### src/z80_pkg.sv
`default_nettype none

package z80_pkg;

    localparam int addr_w = 16;
    localparam int data_w = 8;
    localparam int word_w = 16;

    // 0..7 follow the r field, pairs are dd + 8
    typedef enum logic [3:0] {
        reg_b  = 4'd0,
        reg_c  = 4'd1,
        reg_d  = 4'd2,
        reg_e  = 4'd3,
        reg_h  = 4'd4,
        reg_l  = 4'd5,
        reg_a  = 4'd7,
        reg_bc = 4'd8,
        reg_de = 4'd9,
        reg_hl = 4'd10,
        reg_sp = 4'd11
    } reg_sel_e;

    typedef enum logic [3:0] {
        grp_nop,
        grp_ld_r_r,
        grp_ld_r_n,
        grp_ld_hl_r,
        grp_ld_hl_n,
        grp_ld_a_bcde,
        grp_ld_bcde_a,
        grp_ld_a_nn,
        grp_ld_nn_a,
        grp_ld_dd_nn,
        grp_ld_nn_hl
    } insn_group_e;

    // cycle index inside one instruction
    typedef enum logic [2:0] {
        st_0,
        st_1,
        st_2,
        st_3,
        st_4
    } seq_state_e;

    typedef struct packed {
        logic [addr_w-1:0] addr;
        logic              read;
        logic              write;
        logic [data_w-1:0] wdata;
    } mem_req_t;

    typedef struct packed {
        logic              en;
        reg_sel_e          dest;
        logic [word_w-1:0] data;
    } reg_wr_t;

    typedef struct packed {
        insn_group_e group;
        reg_sel_e    dst;   // bits 5:3
        reg_sel_e    src;   // bits 2:0
        reg_sel_e    pair;  // bits 5:4
    } decode_t;

endpackage

`default_nettype wire

### src/load_sequencer.sv
`timescale 1ns/1ps
`default_nettype none

module load_sequencer (
    input  wire                           clk,
    input  wire                           reset,
    input  wire  [z80_pkg::data_w-1:0]    mem_data,
    output logic [z80_pkg::data_w-1:0]    opcode,
    input  z80_pkg::decode_t              dec,
    output z80_pkg::reg_sel_e             rd_sel1,
    output z80_pkg::reg_sel_e             rd_sel2,
    input  wire  [z80_pkg::word_w-1:0]    rd_data1,
    input  wire  [z80_pkg::word_w-1:0]    rd_data2,
    output z80_pkg::reg_wr_t              wr,
    output z80_pkg::mem_req_t             mem_req,
    output logic                          done
);
    import z80_pkg::*;

    seq_state_e        state;
    seq_state_e        next_state;
    logic [data_w-1:0] op_q;
    logic [addr_w-1:0] scratch_addr;
    logic [addr_w-1:0] next_scratch_addr;
    logic [word_w-1:0] scratch_data;
    logic [word_w-1:0] next_scratch_data;
    mem_req_t          next_req;
    logic              next_done;
    logic [addr_w-1:0] cur_addr;
    logic [addr_w-1:0] inc_addr;

    function automatic mem_req_t read_req(input logic [addr_w-1:0] a);
        read_req = '{addr: a, read: 1'b1, write: 1'b0, wdata: '0};
    endfunction

    function automatic mem_req_t write_req(input logic [addr_w-1:0] a,
                                           input logic [data_w-1:0] d);
        write_req = '{addr: a, read: 1'b0, write: 1'b1, wdata: d};
    endfunction

    assign cur_addr = mem_req.addr;  // the PC while fetching
    assign inc_addr = cur_addr + addr_w'(1);
    assign opcode   = (state == st_0) ? mem_data : op_q;

    always_ff @(posedge clk or posedge reset) begin
        if (reset) begin
            state   <= st_0;
            done    <= 1'b1;
            mem_req <= read_req('0);
        end else begin
            state   <= next_state;
            done    <= next_done;
            mem_req <= next_req;
        end
    end

    always_ff @(posedge clk) begin
        if (state == st_0)
            op_q <= mem_data;
        scratch_addr <= next_scratch_addr;
        scratch_data <= next_scratch_data;
    end

    always_comb begin
        next_state        = st_0;
        next_done         = 1'b0;
        next_req          = '{addr: cur_addr, read: 1'b0, write: 1'b0, wdata: '0};
        next_scratch_addr = scratch_addr;
        next_scratch_data = scratch_data;
        rd_sel1           = reg_hl;
        rd_sel2           = reg_a;
        wr                = '{en: 1'b0, dest: reg_a, data: '0};

        case (dec.group)
            grp_ld_r_r: begin
                rd_sel1   = dec.src;
                wr        = '{en: 1'b1, dest: dec.dst, data: word_w'(rd_data1[data_w-1:0])};
                next_req  = read_req(inc_addr);
                next_done = 1'b1;
            end

            grp_ld_r_n:
                case (state)
                    st_0: begin
                        next_req   = read_req(inc_addr);
                        next_state = st_1;
                    end
                    st_1: begin
                        wr        = '{en: 1'b1, dest: dec.dst, data: word_w'(mem_data)};
                        next_req  = read_req(inc_addr);
                        next_done = 1'b1;
                    end
                    default: ;
                endcase

            grp_ld_hl_r:
                case (state)
                    st_0: begin
                        rd_sel1           = reg_hl;
                        rd_sel2           = dec.src;
                        next_scratch_addr = inc_addr;
                        next_req          = write_req(rd_data1, rd_data2[data_w-1:0]);
                        next_state        = st_1;
                    end
                    st_1: begin
                        next_req  = read_req(scratch_addr);
                        next_done = 1'b1;
                    end
                    default: ;
                endcase

            grp_ld_hl_n:
                case (state)
                    st_0: begin
                        next_req   = read_req(inc_addr);
                        next_state = st_1;
                    end
                    st_1: begin
                        rd_sel1           = reg_hl;
                        next_scratch_addr = inc_addr;
                        next_req          = write_req(rd_data1, mem_data);
                        next_state        = st_2;
                    end
                    st_2: begin
                        next_req  = read_req(scratch_addr);
                        next_done = 1'b1;
                    end
                    default: ;
                endcase

            grp_ld_a_bcde:
                case (state)
                    st_0: begin
                        rd_sel1           = dec.pair;  // BC or DE
                        next_scratch_addr = inc_addr;
                        next_req          = read_req(rd_data1);
                        next_state        = st_1;
                    end
                    st_1: begin
                        wr        = '{en: 1'b1, dest: reg_a, data: word_w'(mem_data)};
                        next_req  = read_req(scratch_addr);
                        next_done = 1'b1;
                    end
                    default: ;
                endcase

            grp_ld_bcde_a:
                case (state)
                    st_0: begin
                        rd_sel1           = reg_a;
                        rd_sel2           = dec.pair;
                        next_scratch_addr = inc_addr;
                        next_req          = write_req(rd_data2, rd_data1[data_w-1:0]);
                        next_state        = st_1;
                    end
                    st_1: begin
                        next_req  = read_req(scratch_addr);
                        next_done = 1'b1;
                    end
                    default: ;
                endcase

            grp_ld_a_nn, grp_ld_nn_a:
                case (state)
                    st_0: begin
                        next_req   = read_req(inc_addr);
                        next_state = st_1;
                    end
                    st_1: begin
                        next_scratch_addr = addr_w'(mem_data);  // low byte of nn
                        next_req          = read_req(inc_addr);
                        next_state        = st_2;
                    end
                    st_2: begin
                        rd_sel1           = reg_a;
                        next_scratch_addr = inc_addr;
                        if (dec.group == grp_ld_a_nn)
                            next_req = read_req({mem_data, scratch_addr[data_w-1:0]});
                        else
                            next_req = write_req({mem_data, scratch_addr[data_w-1:0]},
                                                 rd_data1[data_w-1:0]);
                        next_state = st_3;
                    end
                    st_3: begin
                        if (dec.group == grp_ld_a_nn)
                            wr = '{en: 1'b1, dest: reg_a, data: word_w'(mem_data)};
                        next_req  = read_req(scratch_addr);
                        next_done = 1'b1;
                    end
                    default: ;
                endcase

            grp_ld_dd_nn:
                case (state)
                    st_0: begin
                        next_req   = read_req(inc_addr);
                        next_state = st_1;
                    end
                    st_1: begin
                        next_scratch_data = word_w'(mem_data);
                        next_req          = read_req(inc_addr);
                        next_state        = st_2;
                    end
                    st_2: begin
                        wr = '{en: 1'b1, dest: dec.pair,
                               data: {mem_data, scratch_data[data_w-1:0]}};
                        next_req  = read_req(inc_addr);
                        next_done = 1'b1;
                    end
                    default: ;
                endcase

            grp_ld_nn_hl:
                case (state)
                    st_0: begin
                        next_req   = read_req(inc_addr);
                        next_state = st_1;
                    end
                    st_1: begin
                        next_scratch_data = word_w'(mem_data);
                        next_req          = read_req(inc_addr);
                        next_state        = st_2;
                    end
                    st_2: begin
                        // L goes to nn, keep nn+1 for H
                        rd_sel1           = reg_hl;
                        next_scratch_addr = inc_addr;
                        next_scratch_data = {mem_data, scratch_data[data_w-1:0]} + word_w'(1);
                        next_req          = write_req({mem_data, scratch_data[data_w-1:0]},
                                                      rd_data1[data_w-1:0]);
                        next_state        = st_3;
                    end
                    st_3: begin
                        rd_sel1    = reg_hl;
                        next_req   = write_req(scratch_data, rd_data1[word_w-1:data_w]);
                        next_state = st_4;
                    end
                    st_4: begin
                        next_req  = read_req(scratch_addr);
                        next_done = 1'b1;
                    end
                    default: ;
                endcase

            default: begin  // unknown opcode, skip one byte
                next_req  = read_req(inc_addr);
                next_done = 1'b1;
            end
        endcase
    end

endmodule

`default_nettype wire

### src/opcode_decoder.sv
`timescale 1ns/1ps
`default_nettype none

module opcode_decoder (
    input  wire  [z80_pkg::data_w-1:0] opcode,
    output z80_pkg::decode_t           dec
);
    import z80_pkg::*;

    always_comb begin
        dec.dst   = reg_sel_e'({1'b0, opcode[5:3]});
        dec.src   = reg_sel_e'({1'b0, opcode[2:0]});
        dec.pair  = reg_sel_e'({2'b10, opcode[5:4]});
        dec.group = grp_nop;

        if (opcode[7:6] == 2'b01) begin
            // 76h is HALT, and r,(HL) is not handled here
            if (opcode == 8'h76) begin
                dec.group = grp_nop;
            end else if (opcode[5:3] == 3'b110) begin
                dec.group = grp_ld_hl_r;
            end else if (opcode[2:0] != 3'b110) begin
                dec.group = grp_ld_r_r;
            end
        end else if (opcode[7:6] == 2'b00) begin
            if (opcode[2:0] == 3'b110) begin
                // 36h is the (HL) slot of LD r,n
                dec.group = (opcode[5:3] == 3'b110) ? grp_ld_hl_n : grp_ld_r_n;
            end else begin
                case (opcode)
                    8'h01, 8'h11, 8'h21, 8'h31: dec.group = grp_ld_dd_nn;
                    8'h02, 8'h12:               dec.group = grp_ld_bcde_a;
                    8'h0a, 8'h1a:               dec.group = grp_ld_a_bcde;
                    8'h22:                      dec.group = grp_ld_nn_hl;
                    8'h32:                      dec.group = grp_ld_nn_a;
                    8'h3a:                      dec.group = grp_ld_a_nn;
                    default:                    dec.group = grp_nop;
                endcase
            end
        end
    end

endmodule

`default_nettype wire

### src/reg_file.sv
`timescale 1ns/1ps
`default_nettype none

module reg_file (
    input  wire                           clk,
    input  wire                           reset,
    input  z80_pkg::reg_sel_e             rd_sel1,
    input  z80_pkg::reg_sel_e             rd_sel2,
    output logic [z80_pkg::word_w-1:0]    rd_data1,
    output logic [z80_pkg::word_w-1:0]    rd_data2,
    input  z80_pkg::reg_wr_t              wr
);
    import z80_pkg::*;

    logic [data_w-1:0] b;
    logic [data_w-1:0] c;
    logic [data_w-1:0] d;
    logic [data_w-1:0] e;
    logic [data_w-1:0] h;
    logic [data_w-1:0] l;
    logic [data_w-1:0] a;
    logic [word_w-1:0] sp;

    // 8-bit registers come back zero-extended
    function automatic logic [word_w-1:0] read_sel(input reg_sel_e sel);
        case (sel)
            reg_b:   read_sel = word_w'(b);
            reg_c:   read_sel = word_w'(c);
            reg_d:   read_sel = word_w'(d);
            reg_e:   read_sel = word_w'(e);
            reg_h:   read_sel = word_w'(h);
            reg_l:   read_sel = word_w'(l);
            reg_a:   read_sel = word_w'(a);
            reg_bc:  read_sel = {b, c};
            reg_de:  read_sel = {d, e};
            reg_hl:  read_sel = {h, l};
            reg_sp:  read_sel = sp;
            default: read_sel = '0;
        endcase
    endfunction

    always_comb begin
        rd_data1 = read_sel(rd_sel1);
        rd_data2 = read_sel(rd_sel2);
    end

    always_ff @(posedge clk or posedge reset) begin
        if (reset) begin
            b  <= '0;
            c  <= '0;
            d  <= '0;
            e  <= '0;
            h  <= '0;
            l  <= '0;
            a  <= '0;
            sp <= '0;
        end else if (wr.en) begin
            case (wr.dest)
                reg_b:   b <= wr.data[data_w-1:0];
                reg_c:   c <= wr.data[data_w-1:0];
                reg_d:   d <= wr.data[data_w-1:0];
                reg_e:   e <= wr.data[data_w-1:0];
                reg_h:   h <= wr.data[data_w-1:0];
                reg_l:   l <= wr.data[data_w-1:0];
                reg_a:   a <= wr.data[data_w-1:0];
                reg_bc:  {b, c} <= wr.data;  // high byte to B
                reg_de:  {d, e} <= wr.data;
                reg_hl:  {h, l} <= wr.data;
                reg_sp:  sp <= wr.data;
                default: ;
            endcase
        end
    end

endmodule

`default_nettype wire

### src/z80_seq_top.sv
`timescale 1ns/1ps
`default_nettype none

module z80_seq_top (
    input  wire                           clk,
    input  wire                           reset,
    input  wire  [z80_pkg::data_w-1:0]    mem_data,
    output z80_pkg::mem_req_t             mem_req,
    output logic                          done
);
    import z80_pkg::*;

    logic [data_w-1:0] opcode;
    decode_t           dec;
    reg_sel_e          rd_sel1;
    reg_sel_e          rd_sel2;
    logic [word_w-1:0] rd_data1;
    logic [word_w-1:0] rd_data2;
    reg_wr_t           wr;

    load_sequencer load_sequencer_i (
        .clk      (clk),
        .reset    (reset),
        .mem_data (mem_data),
        .opcode   (opcode),
        .dec      (dec),
        .rd_sel1  (rd_sel1),
        .rd_sel2  (rd_sel2),
        .rd_data1 (rd_data1),
        .rd_data2 (rd_data2),
        .wr       (wr),
        .mem_req  (mem_req),
        .done     (done)
    );

    opcode_decoder opcode_decoder_i (
        .opcode (opcode),
        .dec    (dec)
    );

    reg_file reg_file_i (
        .clk      (clk),
        .reset    (reset),
        .rd_sel1  (rd_sel1),
        .rd_sel2  (rd_sel2),
        .rd_data1 (rd_data1),
        .rd_data2 (rd_data2),
        .wr       (wr)
    );

endmodule

`default_nettype wire

### config.mk
export PLATFORM = sky130hd
export DESIGN_NAME = z80_seq_top
export DESIGN_NICKNAME = d
export VERILOG_FILES = /design/src/z80_pkg.sv /design/src/load_sequencer.sv /design/src/opcode_decoder.sv /design/src/reg_file.sv /design/src/z80_seq_top.sv
export SDC_FILE = /design/constraint.sdc
export NUM_CORES = 1
export LEC_CHECK = 0
export ABC_AREA = 0
export BUFFER_PORTS_ARGS = -buffer_cell sky130_fd_sc_hd__buf_2
export CAP_MARGIN = 10
export CORE_MARGIN = 5
export CORE_UTILIZATION = 60
export DETAILED_ROUTE_END_ITERATION = 8
export PLACE_DENSITY = 0.75
export SYNTH_ARGS = -nofsm -noshare
export SYNTH_HDL_FRONTEND = slang
export SYNTH_SLANG_ARGS = --single-unit
### constraint.sdc
create_clock -name clk -period 11.9 [get_ports clk]
set_clock_uncertainty 0.05 [all_clocks]
set_input_delay 2.38 -clock clk [delete_from_list [all_inputs] [get_ports clk]]
set_output_delay 2.38 -clock clk [all_outputs]
set_load 0.01 [all_outputs]
==> metrics, run 1 <==
status=finished, violations left; failing checks=DRC; worst-margin pin slew=1.36 ns; first-pass GRT wire length=63.3 mm; Crit Path Category=in2reg; DP HPWL=30.4 mm; chip height=136 um; Final Power=2.82 mW; layout cells sized above 1=11.8%; Post-Syn Instances=approximately 1200; # clock sinks=126; CP max stage cell=nor3_2; final slew viol count=0; Synthesized Nets=1225; Crit. End Element=flop; Critical Path RT=12.13 ns; endpoints failing setup=0; cts repair resizes=0; Worst Setup Start Kind=input pin; first-pass detailed-route iteration total=9; routed len/inst=29.0 um; clk buf depth=2; Via density=7.74; CTS H-tree depth=4; max cap viols=0; vias in the first global route=10329; Die Wd=136 um; CP Cell Sequence=buf_2 -> and3b_1 -> nor4_2 -> o32a_2 -> o211a_1 -> buf_4 -> nor3_2 -> a311o_1 -> nor4_1 -> a2111o_1 -> a211oi_1 -> nand2b_1 -> a31oi_1; largest net degree at the start of global routing=63; PwrDens=269 nW/um2; commonest non-fill, non-tap cell in the layout=nand2_1; Max-Slew Margin vs Limit=8.32%; Syn-to-layout area delta=9.93%; pre-CTS WS=4.33 ns; ys async rst share=around 70%; number of synthesized flops with an enable pin=32; vias post-DR=11235; initial antenna violation count=1; number of warnings issued by yosys=0; cts hold-fix bufs=0; Final ANT Viol Nets=0; GPL Wtd Cong=between 1 and 1.5; CTS Root Cell=clkbuf_16; max frequency=135 MHz; GRT Total Usage=45.7%; Syn Std Cell Area=roughly 9500 um2; Synth top area share=22.0%; Seq cells post-synth=126; TritonCTS Buffers=17; Peak VDD IR=~0.24 mV; GRT overflow=0; post-synthesis average cell area=between 7 and 8 um2; commonest register cell after synthesis=dfrtp_1; Ports=37; Site Rows=46; postcts setup bufs=0; Skew-Pair Late Insertion Delay=~0.44 ns; synth top area cells=dfrtp_1 22%, edfxtp_1 10%, nand2_1 6.7%; Crit Path Max Fanout=28; Clock Pin Slew Worst Setup and Hold Paths=0.06 ns; Initial Util=60.5%; leading area contributor after synthesis=dfrtp_1; data arrival time of the critical path=7.64 ns; port bufs=36; Final WS setup=4.49 ns; area of the core=15800 um2; TritonCTS clock tree=yes; Setup TNS Final=0 ns; initial DRC count=2300; min-delay worst type=reg2reg; leakage=4.21 nW; # diodes=0; DRC=1; Fillers=1395; die footprint=18500 um2; post-synth cell types=90; RSZ-0062 raised after global routing=false; Critical Path Max Stage Delay=0.99 ns; sequential-to-total area share from yosys stat=34.3%; Routed WL=42.2 mm; Final Hold Vio Count=0; ratio of final minimum period to clock period=approximately 62%; most frequent cells in the layout=171 x nand2_1, 133 x nor2_1, 84 x dfrtp_1; crit path time final=7.41 ns; Total Nets Final=1235
[power breakdown]
group / switching (mW) / internal (mW)
combinational: 0.973 / 0.473
sequential: 0.238 / 0.623
clock: 0.216 / 0.299
total: 1.43 / 1.39
[cell usage after synthesis, drive strengths merged, types with 11 or more instances]
| library cell | count |
|---|---|
| nor2 | 133 |
| a221oi | 14 |
| a22oi | 50 |
| edfxtp | 32 |
| inv | 24 |
| xor2 | 16 |
| xnor2 | 13 |
| buf | 18 |
| mux2i | 11 |
| o221ai | 12 |
| a211oi | 18 |
| mux2 | 14 |
| o31ai | 12 |
| nand4 | 11 |
| and3 | 13 |
| dfrtp | 84 |
| clkbuf | 56 |
| nand3 | 65 |
| o22ai | 16 |
| nand2 | 171 |
| a31oi | 38 |
| nand2b | 13 |
| a21o | 11 |
| nor3 | 32 |
| and2 | 17 |
| o21ai | 81 |
| a21oi | 83 |
[sequential cells by signal, indices dropped and copies added, names as in the netlist]
| name | cells |
|---|---|
| load_sequencer_i.cur_addr | 16 |
| load_sequencer_i.scratch_addr | 16 |
| load_sequencer_i.scratch_data | 16 |
| load_sequencer_i.mem_req | 10 |
| load_sequencer_i.op_q | 8 |
| reg_file_i.a | 8 |
| reg_file_i.b | 8 |
| reg_file_i.c | 8 |
| reg_file_i.d | 8 |
| reg_file_i.e | 8 |
| reg_file_i.h | 8 |
| reg_file_i.l | 8 |
| load_sequencer_i.state | 3 |
| load_sequencer_i.done | 1 |
[cells by family after synthesis]
kind of cell    synth area share [%]
compound gates                  31.1
xor+xnor                        2.66
fa+ha+maj                      0.262
buf+inv                         4.21
flops                           34.3
mux                             2.80
simple gates                    24.7
[path summary, 6_finish.rpt]
| kind | startpoint | endpoint | slack [ns] | cells after the start |
|---|---|---|---|---|
| setup / recovery | mem_data[4] | reg_file_i.l[5] | 4.49 | 13 |
| hold / removal | reg_file_i.c[1] | reg_file_i.c[1] | 0.50 | 2 |
| setup reg to reg | load_sequencer_i.state[2] | reg_file_i.l[5] | 5.78 | 13 |
| hold reg to reg | reg_file_i.c[1] | reg_file_i.c[1] | 0.50 | 2 |
| max in group asynchronous | reset | reg_file_i.b[5] | 8.73 | 3 |
| min in group asynchronous | reset | load_sequencer_i.cur_addr[9] | 1.90 | 2 |
[layout make-up]
class,count,area [um2],share of cell area (%)
tap,216,270,2.57
multi-input combinational,987,5890,56.1
clock inverter,12,110,1.05
timing repair buffer,65,398,3.79
clock buffer,20,457,4.35
sequential,126,3280,31.2
inverter,26,98.8,0.942
[metrics by stage]
| stage | area [um2] | std cells | hold slack, ns | utilization, % |
|---|---|---|---|---|
| after floorplan | 9550 | 1213 | 0.428 | - |
| after global placement | 9930 | 1420 | 0.474 | 63.0 |
| after detailed placement | 9930 | 1420 | 0.484 | 63.0 |
| after CTS | 10500 | 1452 | 0.492 | 66.6 |
| after global routing | 10500 | 1452 | 0.518 | 66.6 |
| final | 10500 | 1452 | 0.504 | 66.6 |
[per-layer routing]
metal	part of all wire [%]	GRT usage, %
met5	0.031	0
met4	8.8	29.0
met3	15	15.7
met2	41	67.2
met1	34	57.4
[critical path, delay by kind of cell]
| family | cells | cell delay (ns) |
|---|---|---|
| AOI/OAI and AO/OA | 6 | 2.62 |
| buffers and inverters | 2 | 0.74 |
| and+or+nand+nor | 5 | 1.86 |
No activity file was read; power rests on OpenSTA's default activity.
==> inputs of run 2 (changes only) <==
ABC_AREA = 1   (was 0)
clock period = 6.95 ns   (was 11.9 ns; I/O delays follow)
==> metrics, run 2 <==
Total Nets Final=1601; post-synthesis mux area share=0%; DRC=0; # diodes=0; Setup TNS Final=0 ns; first-pass GRT wire length=64.4 mm; Routed WL=42.4 mm; synth cell count leaders=460 x nand2_1, 203 x nor2_1, 143 x inv_1, 122 x nand3_1, 84 x dfrtp_1; chip height=approximately 140 um; Crit Path Category=in2reg; Synth top area share=20.0%; Syn Std Cell Area=roughly 10000 um2; crit path time final=about 5.3 ns; Die Wd=142 um; first-pass detailed-route iteration total=9; dpl cells=1795; Via density=6.54; max frequency=roughly 190 MHz; XOR/XNOR Fraction of Synth Area=1.25%; ratio of final minimum period to clock period=approximately three quarters; CTS H-tree depth=4; data arrival time of the critical path=between 5 and 6 ns; Post-Syn Instances=1580; DP HPWL=31.0 mm; initial DRC count=1840; Ports=37; post-synthesis average cell area=6.64 um2; Peak VDD IR=0.279 mV; TritonCTS clock tree=yes; GPL Wtd Cong=1.03; ys async rst share=68.3%; endpoints failing setup=0; complex-gate fraction of the synthesized area=17.2%; Crit. End Element=flop; port bufs=36; Final Non-Filler Cells=between 1500 and 2000; count leader, synth=nand2_1; vias post-DR=around 12000; Worst Setup Start Kind=input pin; PwrDens=495 nW/um2; max cap viols=0; largest net degree at the start of global routing=45; clk buf depth=2; min-delay worst type=reg2reg; leading area contributor after synthesis=dfrtp_1; Final Hold Vio Count=0; initial antenna violation count=0; GRT overflow=0; commonest register cell after synthesis=dfrtp_1; Crit Path Max Fanout=21; Fillers=1630; Max-Slew Margin vs Limit=25.0%; Synthesized Nets=1592; cts hold-fix bufs=0; Final WS setup=approximately 1.6 ns; cts repair resizes=0; synth top area cells=dfrtp_1 20%, nand2_1 16%, edfxtp_1 9.2%; postcts setup bufs=0; Min Hold Slack=0.458 ns; pre-CTS WS=1.44 ns; number of warnings issued by yosys=0; Clock Pin Slew Worst Setup and Hold Paths=0.06 ns; routed len/inst=23.2 um; Skew-Pair Late Insertion Delay=0.44 ns; Adder-Cell Fraction of Synth Area=0.238%; number of synthesized flops with an enable pin=32; Seq cells post-synth=126; Final Power=between 5 and 6 mW; commonest non-fill, non-tap cell in the layout=nand2_1; vias in the first global route=10852; final slew viol count=0; # clock sinks=126; most frequent cells in the layout=460 x nand2_1, 202 x nor2_1, 142 x inv_1; RSZ-0062 raised after global routing=false; post-synth cell types=55; worst-margin pin slew=1.12 ns; CTS Root Cell=clkbuf_16; Simple-Gate Fraction of Synth Area=40.8%; layout cells sized above 1=12.6%; largest family of logic cells by synthesized area=simple AND/OR/NAND/NOR gates; leakage=5.30 nW; Critical Path RT=7.21 ns; Site Rows=48; area of the core=17200 um2; Syn-to-layout area delta=7.46%; TritonCTS Buffers=17; sequential-to-total area share from yosys stat=a little under a third; GRT Total Usage=41.8%; Initial Util=60.9%; status=completed; Final ANT Viol Nets=0; die footprint=roughly 20000 um2
==> run 2: cell count changes after synthesis, sizes merged, moves of 17 or more <==
cell,before,now
clkbuf,56,29
a22oi,50,25
and2,17,0
nand4,11,38
o22ai,16,41
inv,24,158
nand2,171,498
nor2,133,226
a21oi,83,47
nand3,65,145
==> run 2: logic make-up (layout without fill, tap and decap cells) <==
family | after synthesis | count (layout)
and+or+nand+nor | 934 | 934
AOI/OAI and AO/OA | 278 | 278
buffers and inverters | 225 | 246
DFF | 126 | 126
xor gates and xnor gates | 15 | 15
adders and majority gates | 2 | 2
==> run 2: cell type report <==
class	instances	area [um2]	area share, %
clock inverter	8	93.8	0.832
sequential	126	3280	29.0
timing repair buffer	50	285	2.53
clock buffer	23	458	4.06
inverter	165	632	5.60
tap	225	282	2.50
multi-input combinational	1229	6250	55.4
==> run 2: worst max-delay path: stages <==
cell	delay, ns
buf_2	0.25
inv_1	0.21
nand3_1	0.18
nand2_1	0.10
nand2_1	0.12
nor2_1	0.05
nand2_1	0.38
nand3_1	0.19
a21oi_2	0.29
nand2_1	0.08
nand3_1	0.19
nor2_1	0.09
nand2_1	0.46
inv_1	0.56
nor3_1	0.30
nand2_1	0.08
a21oi_1	0.11
nand2_1	0.09
o21ai_0	0.32
nand2_1	0.10
==> run 2: metal layers <==
layer  vias up  GRT usage (%)  wire length (um)
met5         -              0                 0
met4         0           24.5              3290
met3       214           10.3              5490
met2       972           63.5             18100
met1      5434           54.1             15500
li1       5331              -                 -
==> run 2: worst paths after layout <==
kind,from,depth (start not counted),slack (ns),end
setup / recovery,mem_data[4],20,1.64,load_sequencer_i.cur_addr[9]
hold / removal,load_sequencer_i.op_q[4],2,0.46,load_sequencer_i.op_q[4]
setup reg to reg,load_sequencer_i.state[1],20,1.68,load_sequencer_i.cur_addr[9]
hold reg to reg,load_sequencer_i.op_q[4],2,0.46,load_sequencer_i.op_q[4]
max in group asynchronous,reset,3,4.85,reg_file_i.e[7]
min in group asynchronous,reset,2,0.96,reg_file_i.a[5]
==> run 2: report_power, final <==
group          total (mW)  switching, mW  internal, mW
sequential           1.39          0.310          1.08
clock               0.889          0.356         0.532
combinational        3.31           2.38         0.928
total                5.59           3.05          2.54
==> run 2: metrics by stage <==
stage	cell area, um2	utilization (%)
2_1_floorplan	10500	-
3_3_place_gp	10700	62.2
3_5_place_dp	10700	62.2
4_1_cts	11300	65.4
5_1_grt	11300	65.4
6_report	11300	65.4
